## src/common/mem_ctrl_cfg.svh

```systemverilog
// memory controller sizes: word, address, bank, boot ROM and client counts
`ifndef MEM_CTRL_CFG_SVH
`define MEM_CTRL_CFG_SVH

// data word carried by every client and bank
`define MC_DATA_BITS 16

// full client address, top bits pick the bank
`define MC_ADDR_BITS 16

// four single-port banks
`define MC_BANK_COUNT 4
`define MC_BANK_ADDR_BITS 14

// boot ROM overlays the first 256 words of bank 0
`define MC_ROM_ADDR_BITS 8

// sprite, bg0, bg1, ov, flash, audio, cpu
`define MC_CLIENT_COUNT 7

`endif

```

## src/design/boot_rom.sv

```systemverilog
// boot ROM, fixed eight-word stub at the base and zero above it
`default_nettype none

`include "mem_ctrl_cfg.svh"

module boot_rom (
	input  logic                         CLK,
	input  logic [`MC_ROM_ADDR_BITS-1:0] addr,	// cpu address low byte
	output logic [`MC_DATA_BITS-1:0]     rdata	// word one cycle later
);

	// looked up every cycle so the word is ready with the cpu strobe
	always_ff @(posedge CLK) begin
		case (addr)
			8'h00: begin
				rdata <= 16'h3C00;	// load r0 low
			end
			8'h01: begin
				rdata <= 16'h3D01;	// load r1
			end
			8'h02: begin
				rdata <= 16'h4E12;
			end
			8'h03: begin
				rdata <= 16'h5F00;
			end
			8'h04: begin
				rdata <= 16'h2A34;	// copy loop
			end
			8'h05: begin
				rdata <= 16'h1B00;
			end
			8'h06: begin
				rdata <= 16'h7000;	// jump to loaded image
			end
			8'h07: begin
				rdata <= 16'hF000;	// halt
			end
			default: begin
				rdata <= '0;	// rest of the page reads blank
			end
		endcase
	end

endmodule

`default_nettype wire

```

## config.mk

```make
export PLATFORM = sky130hd
export DESIGN_NAME = boot_rom
export DESIGN_NICKNAME = d
export VERILOG_FILES = /design/src/design/boot_rom.sv
export VERILOG_INCLUDE_DIRS = /design/src /design/src/common
export SDC_FILE = /design/constraint.sdc
export NUM_CORES = 1
export LEC_CHECK = 0
export ABC_AREA = 1
export BUFFER_PORTS_ARGS = -buffer_cell sky130_fd_sc_hd__buf_2
export CORE_AREA = 3 3 40 42
export CTS_BUF_LIST = sky130_fd_sc_hd__clkbuf_8
export DETAILED_ROUTE_END_ITERATION = 6
export DIE_AREA = 0 0 43 45
export PLACE_DENSITY = 0.77
export SYNTH_ARGS = -nofsm -noshare
export SYNTH_HDL_FRONTEND = slang
export SYNTH_SLANG_ARGS = --single-unit
```

## constraint.sdc

```tcl
create_clock -name CLK -period 0.8 [get_ports CLK]
set_input_delay 0.2 -clock CLK [delete_from_list [all_inputs] [get_ports CLK]]
set_output_delay 0.2 -clock CLK [all_outputs]
set_load 0.02 [all_outputs]
```

==> flow_summary.yaml <==
outcome:
  status: "complete, but fails checks"
  violations: "setup timing"
drt:
  routed_wl_um: 732
  wl_per_cell_um: 8.41
  vias_per_cell: 4.15
  vias: 361
  wl_met3_um: 101
  route.met2.wl_um: 319
  drt_iter0_drc: 2
  ant_nets: 0
  wl_met1_um: 290
  highest_layer: "met4"
  drc_errors: 0
  dr.pass1.iters: 3
critical_path:
  start_kind: "flip-flop"
  cp_max_fo: 2
  crit_chain: "buf_6"
  critical_path.slowest_cell: "dfxtp_2"
  required_ns: 0.60
  critPathKind: "flip-flop to output pin"
  critPathCaptureType: "output pin"
  critical_path_arrival_ns: 0.69
  path_delay_family: "flip-flops"
  slowest_delay_ns: 0.34
  worst-path-buf-inv: 1
placed_design:
  placed_cells: 83
  gp_routability_congestion: 0.772
  portBuffers: 21
  dp_hpwl_um: 594
floorplanning:
  die_w_um: 43
  std_cell_rows: 13
  die_height_um: 45
  start_util_pct: 34.8
  core_sq_um: 1280
  pin_count: 25
  die_area_sq_um: 1940
grt:
  antenna_found_initial: 0
  track_usage_pct: 8.78
  grt_max_degree: 10
  grt_pass1_vias: 317
  grt_pass1_wl_mm: 1.26
  grt_overflow: 0
sta:
  fmax_ghz: 1.13
  min_period_over_period_pct: 111
  min_period_ns: 0.886
  fin_tns_setup_ns: -0.888
  setup_viol: 13
  setup_slack_ns: -0.0864
  drv_slew: 0
  finalHoldViolations: 0
  rsz0062_at_grt: "yes"
final_layout:
  num-fill-cells: 117
  area_growth_pct: 59.9
  drive_gt1_share_pct: 65.3
  multi_input_area_sq_um: 158
  fin_cells: 87
  final_cell_mix: "buf_6 (13), dfxtp_2 (12), nor2_1 (10), buf_2 (8), inv_1 (5)"
  regArea_sq_um: 255
  largest_register_ffs: 12
  layout_commonest_cell: "buf_6"
  diodes: 0
  final_nets: 83
  top_regs: "rdata x12"
  regMostFlops: "rdata"
clocking:
  cts_made_buffers: 3
  hold_buffers: 0
  numClockSinks: 12
  cts_max_level: 1
  clockRootBuffer: "clkbuf_8"
  cts.path.max_buffers: 2
  clk_pin_slew_ns: 0.05
  cts_tree: "yes"
power:
  seqPwrFrac_pct: 44.6
  vdd_drop_max_v: 0.00117
  p_sw_uw: 275
  powerDensity_nw_per_um2: 1900
  power_leakage_uw: 0.000350
  total_power_uw: 1360
  pwr-share-comb_pct: 8.7
  p_int_uw: 1080
  p_clk_share_pct: 46.7
  swShare_pct: 20.2
synth:
  syn_avg_cell_area_sq_um: 9.50
  ys_warn_count: 0
  ys_top_cells_by_area: "dfxtp_1 (54%), nor2_1 (8.4%), buf_4 (6.7%)"
  synth-seq-cells: 12
  syn_area_sq_um: 447
  synth.distinct_cells: 15
  yosysSeqAreaShare_pct: 53.8
  yosysTopAreaCellShare_pct: 53.8
  synth_cells: 47
  synth_top_area_cell: "dfxtp_1"
min_path:
  hold_path.class: "input pin to flip-flop"
run:
  cap_violations: 0
cells by family (layout without fill, tap and decap cells):
kind of cell / count (synthesis) / count (layout) / share of synthesized area, %
flops: 12 / 12 / 53.8
buf+inv: 11 / 34 / 12.6
compound gates: 3 / 3 / 4.20
fa+ha+maj: 1 / 1 / 2.80
other cells: 1 / 3 / 0.840
simple gates: 19 / 19 / 25.8
path summary, 6_finish.rpt:
kind / start / cells past startpoint / slack [ns] / endpoint
setup / recovery: rdata[5]$_SDFF_PP0_ / 1 / -0.09 / rdata[2]
hold / removal: addr[2] / 2 / 0.21 / rdata[10]$_SDFF_PP0_
stage by stage:
step	instance area (sq um)	setup WS (ns)	utilization, %	hold WS (ns)
after floorplan	454	0.00513	-	0.272
after global placement	563	-0.00503	43.8	0.448
after detailed placement	563	-0.0210	43.8	0.457
after CTS	714	-0.0962	55.6	0.196
after global routing	714	-0.110	55.6	0.221
final	714	-0.0864	55.6	0.207
layer usage:
metal	up-vias	track usage, %
li1	185	-
met1	153	10.5
met2	21	12.9
met3	2	2.79
met4	0	7.23
met5	-	0
synth_stat cells:
cell type and instances:
nand2_1 3, dfxtp_1 12, o21ai_0 1, nor2_1 10, nand3_4 1, nand4_1 1
nor2_4 2, ha_1 1, a21oi_1 1, buf_4 4, a21oi_2 1, inv_1 5
nand3_2 2, conb_1 1, inv_2 2
power by group through the flow:
stage | combinational, uW | sequential (uW) | clock [uW]
after floorplan | 66.3 | 624 | 0
after global placement | 109 | 617 | 0
after detailed placement | 112 | 617 | 0
after CTS | 118 | 606 | 656
after global routing | 130 | 606 | 691
final | 118 | 607 | 634
area by class of cell:
class                      count  share of cell area [%]
sequential                    12                    35.7
timing repair buffer          23                    28.2
multi-input combinational     26                    22.1
clock buffer                   4                    7.71
inverter                       7                    3.68
tap                           15                    2.63
repair_timing:
action | CTS | global route
buffers inserted | 0 | 0
resized for setup | 38 | 0
setup endpoints to repair | 13 | 13
No activity file was read; power rests on OpenSTA's default activity.
