$ cat src/common/mem_ctrl_cfg.svh
// memory controller sizes: word, address, bank, boot ROM and client counts
`ifndef MEM_CTRL_CFG_SVH
`define MEM_CTRL_CFG_SVH

// data word carried by every client and bank
`define MC_DATA_BITS 16

// full client address, top bits pick the bank
`define MC_ADDR_BITS 16

// four single-port banks
`define MC_BANK_COUNT 4
`define MC_BANK_ADDR_BITS 14

// boot ROM overlays the first 256 words of bank 0
`define MC_ROM_ADDR_BITS 8

// sprite, bg0, bg1, ov, flash, audio, cpu
`define MC_CLIENT_COUNT 7

`endif

$ cat src/common/mem_ctrl_pkg.sv
// memory controller types: client index and request / bank access structs
`default_nettype none

`include "mem_ctrl_cfg.svh"

package mem_ctrl_pkg;

	// client slots, order also sets the starting rotation
	typedef enum logic [2:0] {
		cl_sprite = 3'd0,	// sprite engine, read only
		cl_bg0    = 3'd1,	// background 0, read only
		cl_bg1    = 3'd2,	// background 1, read only
		cl_ov     = 3'd3,	// overlay, read only
		cl_fl     = 3'd4,	// flash loader, write only
		cl_au     = 3'd5,	// audio, read only
		cl_cpu    = 3'd6	// cpu, read and write
	} client_e;

	// one client request as held while valid is high
	typedef struct packed {
		logic [`MC_ADDR_BITS-1:0] addr;		// bank select in the top bits
		logic [`MC_DATA_BITS-1:0] wdata;	// don't care on reads
		logic                     wr;		// write request
	} client_req_t;

	// access presented to one bank in one cycle
	typedef struct packed {
		logic [`MC_BANK_ADDR_BITS-1:0] addr;	// word inside the bank
		logic [`MC_DATA_BITS-1:0]      wdata;	// write word
		logic                          wr;		// write strobe
	} bank_acc_t;

endpackage

`default_nettype wire

$ cat src/memory_arbiter/memory_arbiter.sv
// memory arbiter, routes seven clients onto four banks and returns strobes and data
`default_nettype none

`include "mem_ctrl_cfg.svh"

module memory_arbiter (
	input  logic                            CLK,
	input  logic                            rst_n,

	// client side, indexed by client_e
	input  mem_ctrl_pkg::client_req_t       req [`MC_CLIENT_COUNT],
	input  logic [`MC_CLIENT_COUNT-1:0]     valid,	// request held until ready
	output logic [`MC_CLIENT_COUNT-1:0]     ready,	// one-cycle done pulse
	output logic [`MC_DATA_BITS-1:0]        rdata [`MC_CLIENT_COUNT],

	// bank side
	output mem_ctrl_pkg::bank_acc_t         bank_acc [`MC_BANK_COUNT],
	input  logic [`MC_DATA_BITS-1:0]        bank_rdata [`MC_BANK_COUNT]
);

	localparam int CLIENTS  = `MC_CLIENT_COUNT;
	localparam int BANKS    = `MC_BANK_COUNT;
	localparam int SEL_BITS = $clog2(BANKS);

	logic [SEL_BITS-1:0] client_bank [CLIENTS];	// bank each client addresses
	logic [CLIENTS-1:0]  wr_ok;				// write allowed and requested
	logic [CLIENTS-1:0]  bank_req [BANKS];	// requests split per bank
	logic [CLIENTS-1:0]  gnt [BANKS];		// picker outputs
	logic [CLIENTS-1:0]  served;			// clients granted this cycle
	logic [SEL_BITS-1:0] rsel [CLIENTS];	// bank that served the client

	// address decode and direction guard
	// read-only clients never write, flash always writes
	always_comb begin
		for (int c = 0; c < CLIENTS; c++) begin
			client_bank[c] = req[c].addr[`MC_ADDR_BITS-1 -: SEL_BITS];	// bits 15:14
			case (mem_ctrl_pkg::client_e'(c))
				mem_ctrl_pkg::cl_fl: begin
					wr_ok[c] = 1'b1;	// flash has no read path
				end
				mem_ctrl_pkg::cl_cpu: begin
					wr_ok[c] = req[c].wr;
				end
				default: begin
					wr_ok[c] = 1'b0;	// stray wr bit dropped
				end
			endcase
		end
	end

	// each valid request shows up at exactly one bank
	always_comb begin
		for (int b = 0; b < BANKS; b++) begin
			for (int c = 0; c < CLIENTS; c++) begin
				bank_req[b][c] = valid[c] && (client_bank[c] == SEL_BITS'(b));
			end
		end
	end

	for (genvar b = 0; b < BANKS; b++) begin : g_bank
		// own rotation per bank, so banks never wait on each other
		rr_grant #(
			.N(CLIENTS)
		) u_pick (
			.CLK   (CLK),
			.rst_n (rst_n),
			.req   (bank_req[b]),
			.grant (gnt[b])
		);

		// one-hot mux of the winner onto the bank
		always_comb begin
			bank_acc[b] = '0;	// idle bank reads word 0, harmless
			for (int c = 0; c < CLIENTS; c++) begin
				if (gnt[b][c]) begin
					bank_acc[b].addr  = req[c].addr[`MC_BANK_ADDR_BITS-1:0];
					bank_acc[b].wdata = req[c].wdata;
					bank_acc[b].wr    = wr_ok[c];
				end
			end
		end

		// picker and mux must agree on a single winner
		a_one_grant: assert property (@(posedge CLK) disable iff (!rst_n)
			$onehot0(gnt[b]));
	end

	// collapse the per-bank grants onto the clients
	always_comb begin
		served = '0;
		for (int b = 0; b < BANKS; b++) begin
			served = served | gnt[b];
		end
	end

	// ready follows the grant by one cycle, with the bank read word
	always_ff @(posedge CLK) begin
		if (!rst_n) begin
			ready <= '0;
		end else begin
			ready <= served;
		end
	end

	// bank index kept alongside so the read word can be steered back
	always_ff @(posedge CLK) begin
		for (int c = 0; c < CLIENTS; c++) begin
			rsel[c] <= client_bank[c];
		end
	end

	// return path, only meaningful while ready is high
	always_comb begin
		for (int c = 0; c < CLIENTS; c++) begin
			rdata[c] = bank_rdata[rsel[c]];
		end
	end

	// no strobe for a client that was not asking in the grant cycle
	a_ready_had_valid: assert property (@(posedge CLK) disable iff (!rst_n)
		(ready & ~$past(valid)) == '0);

endmodule

`default_nettype wire

$ cat src/memory_arbiter/rr_grant.sv
// rotating-priority grant picker for the clients of one bank
`default_nettype none

`include "mem_ctrl_cfg.svh"

module rr_grant #(
	parameter int N = `MC_CLIENT_COUNT
) (
	input  logic         CLK,
	input  logic         rst_n,
	input  logic [N-1:0] req,	// clients wanting this bank now
	output logic [N-1:0] grant	// one-hot pick, zero when idle
);

	localparam int PTR_BITS = $clog2(N);

	logic [PTR_BITS-1:0] ptr;	// first client to look at this cycle
	logic [PTR_BITS-1:0] win;	// index of the picked client

	// scan from ptr upwards and wrap, first requester wins
	always_comb begin
		int   idx;
		logic found;
		grant = '0;
		win   = ptr;
		found = 1'b0;
		for (int i = 0; i < N; i++) begin
			idx = int'(ptr) + i;
			if (idx >= N) begin
				idx = idx - N;	// wrap past the last client
			end
			if (!found && req[idx]) begin
				grant[idx] = 1'b1;
				win        = PTR_BITS'(idx);
				found      = 1'b1;
			end
		end
	end

	// winner drops to lowest priority for the next pick
	always_ff @(posedge CLK) begin
		if (!rst_n) begin
			ptr <= '0;	// sprite first
		end else if (|grant) begin
			ptr <= (win == PTR_BITS'(N - 1)) ? '0 : win + 1'b1;
		end
	end

	a_grant_onehot: assert property (@(posedge CLK) disable iff (!rst_n)
		$onehot0(grant));

	a_grant_in_req: assert property (@(posedge CLK) disable iff (!rst_n)
		(grant & ~req) == '0);

endmodule

`default_nettype wire

$ cat config.mk
export PLATFORM = sky130hd
export DESIGN_NAME = memory_arbiter
export DESIGN_NICKNAME = d
export VERILOG_FILES = /design/src/common/mem_ctrl_pkg.sv /design/src/memory_arbiter/memory_arbiter.sv /design/src/memory_arbiter/rr_grant.sv
export VERILOG_INCLUDE_DIRS = /design/src /design/src/common
export SDC_FILE = /design/constraint.sdc
export NUM_CORES = 1
export LEC_CHECK = 0
export BUFFER_PORTS_ARGS = -buffer_cell sky130_fd_sc_hd__clkbuf_2
export CELL_PAD_IN_SITES_DETAIL_PLACEMENT = 1
export CELL_PAD_IN_SITES_GLOBAL_PLACEMENT = 1
export CORE_ASPECT_RATIO = 1.1
export CORE_UTILIZATION = 30
export CTS_CLUSTER_SIZE = 30
export DETAILED_ROUTE_END_ITERATION = 8
export PLACE_DENSITY = 0.76
export SETUP_SLACK_MARGIN = 0.1
export SKIP_CTS_REPAIR_TIMING = 1
export SLEW_MARGIN = 40
export SYNTH_ARGS = -nofsm -noshare
export SYNTH_HDL_FRONTEND = slang
export SYNTH_SLANG_ARGS = --single-unit
$ cat constraint.sdc
create_clock -name CLK -period 5.8 [get_ports CLK]
set_clock_uncertainty 0.2 [all_clocks]
set_input_delay 0.29 -clock CLK [delete_from_list [all_inputs] [get_ports CLK]]
set_output_delay 0.29 -clock CLK [all_outputs]
set_load 0.02 [all_outputs]
==> results.yml <==
cells_and_area:
  final_area_um2: 23310
  num-fill-cells: 7686
  multi_input_area_um2: 17010
  nets: 3269
  drive_above_1_share: 0.3363
  finalNonFillerCells: 3712
  synthToLayoutAreaGrowth_pct: 25.70
  postLayoutCoreUtil: 0.3815
  regArea_um2: 675.6
detailed_routing:
  wl_per_cell_um: 29.33
  vias: 25590
  first_pass_iters: 9
  vias_per_cell: 6.893
  drt_iter0_markers: 2909
  drc: 0
  drt_wl_total_um: 108900
  postRouteAntennaNets: 0
floorplan:
  die_x_um: 239.0
  die-area_um2: 62810
  core_um2: 61100
  start_util: 0.3035
  rows: 95
  fp.dieH_um: 262.8
  io_pins: 547
critical_path:
  crit_buf_inv: 6
  cpMaxStageDelayCell: "or4_1"
  crit_chain: "inv_1 -> buf_4 -> ha_1 -> inv_1 -> fa_1 -> buf_4 -> mux2_2 -> nor3_1 -> a211oi_2 -> or2_2 -> or4_1 -> o221ai_1 -> a21oi_1 -> o211ai_1 -> buf_12 -> a22oi_1 -> o221ai_1 -> clkbuf_2"
  cp-end-kind: "output port"
  cp_top_family: "simple AND/OR/NAND/NOR gates"
  crit_fanout: 31
  critPathArrivalTime_ns: 5.16
  slowest_delay_ns: 0.58
  path_class: "reg -> out"
  startpoint_type: "register"
  cp_data_required_time_ns: 5.31
clock_tree:
  path_clk_slew_ns: 0.08
  clk_latency_ns: 0.32
  cts.path.max_buffers: 2
  cts_max_level: 2
  cts.sinks: 33
  cts_tree: "built"
  clock-root-buffer: "clkbuf_16"
  cts_buffers: 5
yosys:
  synth_area_leaders: "mux4_2, a22o_1, ha_1"
  syn_area_per_cell_um2: 7.704
  synthArstFlopShare: 0
  syn_inst: 2407
  synth_edf_count: 0
  yosysSeqAreaShare: 0.03563
  synth_area_um2: 18540
  yosys.area.top_type: "mux4_2"
  synth.top_cell.area_share: 0.1421
  yosys_warnings: 0
  yosysUniqueCellTypes: 116
  syn_nets: 2799
  synth_ff_type: "dfxtp_1"
  ys_ff_latch: 33
sta:
  post-route-min-period_ns: 5.655
  slew_viol_final: 0
  rsz0062_at_grt: "yes"
  tightestPinTransition_ns: 0.8033
  setup_viol: 0
  clock.fmax_ghz: 0.1768
  max-slew-margin-rel: 0.4632
  finalHoldViolCount: 0
  finalSetupTns_ns: 0
  fin_crit_sh: 0.9749
global_routing:
  grt_pass1_wl_um: 159900
  grt_max_degree: 63
  grtUsageTotal: 0.3272
  grt_pass1_vias: 25330
  grt_overflow_total: 0
  antenna_found_initial: 11
hold_path:
  min_path_type: "in -> reg"
place:
  port_buffers: 540
  place_area_um2: 22630
  place_inst: 3674
  globalplace.congestion: 1.006
  hpwl_um: 80790
run:
  maxCapViolations: 0
run_status:
  status: "finished, final reports clean"
[worst paths after layout]
path                                             start  slack, ns  depth (start not counted)                              endpoint
setup / recovery  g_bank[3].u_pick.ptr[1]$_SDFFE_PN0P_       0.15                         18                          bank_acc[23]
hold / removal                                 req[65]       0.01                          1                    rsel[5][1]$_DFF_P_
setup reg to reg  g_bank[0].u_pick.ptr[2]$_SDFFE_PN0P_       0.68                         18  g_bank[0].u_pick.ptr[2]$_SDFFE_PN0P_
hold reg to reg   g_bank[0].u_pick.ptr[0]$_SDFFE_PN0P_       0.35                          2  g_bank[0].u_pick.ptr[0]$_SDFFE_PN0P_
[layout by cell type (no fill, tap or decap), types with 37 or more instances in the layout]
master,instances
clkbuf_2,538
nand2_1,228
a22o_1,156
a22oi_1,127
nand3_1,123
nor2_1,121
buf_4,120
a21oi_1,118
mux4_2,117
o21ai_0,96
ha_1,73
mux2i_1,61
inv_1,46
nor3_1,43
o22a_1,40
o221ai_1,38
a221o_1,37
[sequential cells by signal, summed over array words and instances (netlist names)]
register and flops:
g_bank.u_pick.ptr 12, ready 7, rsel 14
[cells by family (layout without fill, tap and decap cells)]
group           after synthesis  after routing  synth area share
compound gates              953            953            0.3957
simple gates                795            796            0.2229
buf+inv                     284            754           0.06518
mux                         202            202            0.1904
fa+ha+maj                    88             88           0.06100
xor+xnor                     52             52           0.02922
flops                        33             33           0.03563
other cells                   0             10                 0
[Yosys cell counts (10+ instances only)]
| cell type | number |
|---|---|
| o31ai_1 | 14 |
| o211ai_1 | 28 |
| mux4_2 | 117 |
| xor2_1 | 12 |
| o22ai_1 | 17 |
| nor2_1 | 123 |
| ha_1 | 84 |
| nand3_1 | 124 |
| and2_1 | 18 |
| a211oi_1 | 25 |
| nand3b_1 | 22 |
| nand4_1 | 36 |
| o22a_1 | 40 |
| a221oi_1 | 10 |
| buf_2 | 42 |
| nand2b_1 | 24 |
| o21ai_0 | 99 |
| inv_1 | 47 |
| a22o_1 | 156 |
| and3b_1 | 11 |
| nand2_1 | 230 |
| dfxtp_1 | 33 |
| clkbuf_1 | 160 |
| xnor2_1 | 33 |
| o221ai_1 | 39 |
| and3_1 | 20 |
| a21o_1 | 13 |
| nor2b_1 | 14 |
| nor3b_1 | 11 |
| a221o_1 | 38 |
| or3_1 | 16 |
| a22oi_1 | 127 |
| or2_2 | 15 |
| mux2i_1 | 62 |
| a21oi_1 | 118 |
| nor3_1 | 43 |
| buf_1 | 14 |
| a31oi_1 | 28 |
| nor4b_1 | 12 |
| o2111ai_1 | 32 |
| mux2_2 | 21 |
| a222oi_1 | 32 |
| nor4_1 | 23 |
[cell type report]
| class | instances | area share |
|---|---|---|
| clock buffers | 5 | 0.005368 |
| inverters | 51 | 0.008320 |
| well taps | 824 | 0.04423 |
| diodes | 10 | 0.001074 |
| repair buffers | 695 | 0.1815 |
| flip-flops and latches | 33 | 0.02899 |
| multi-input cells | 2091 | 0.7297 |
| clock inverters | 3 | 0.0007515 |
[metrics by stage]
step,setup slack (ns),hold WS (ns)
finish,0.1454,0.01482
global route,0.01368,0.003150
CTS,-0.3156,-0.01721
detailed placement,0.03290,0.3164
global placement,0.2649,0.3161
floorplan,0.4784,0.1177
[metal layers]
layer	vias to the layer above	routed length, um	GRT usage	share of wire
met2	1893	50010	0.5335	0.46
met4	2	7038	0.1935	0.065
met3	472	12100	0.07384	0.11
met5	-	14	0	0.00013
li1	10800	-	-	-
met1	12430	39710	0.3906	0.36
Power is left out: the tool's default activity adds up to more than one toggle a clock period on the data nets, which glitch-free logic cannot reach.
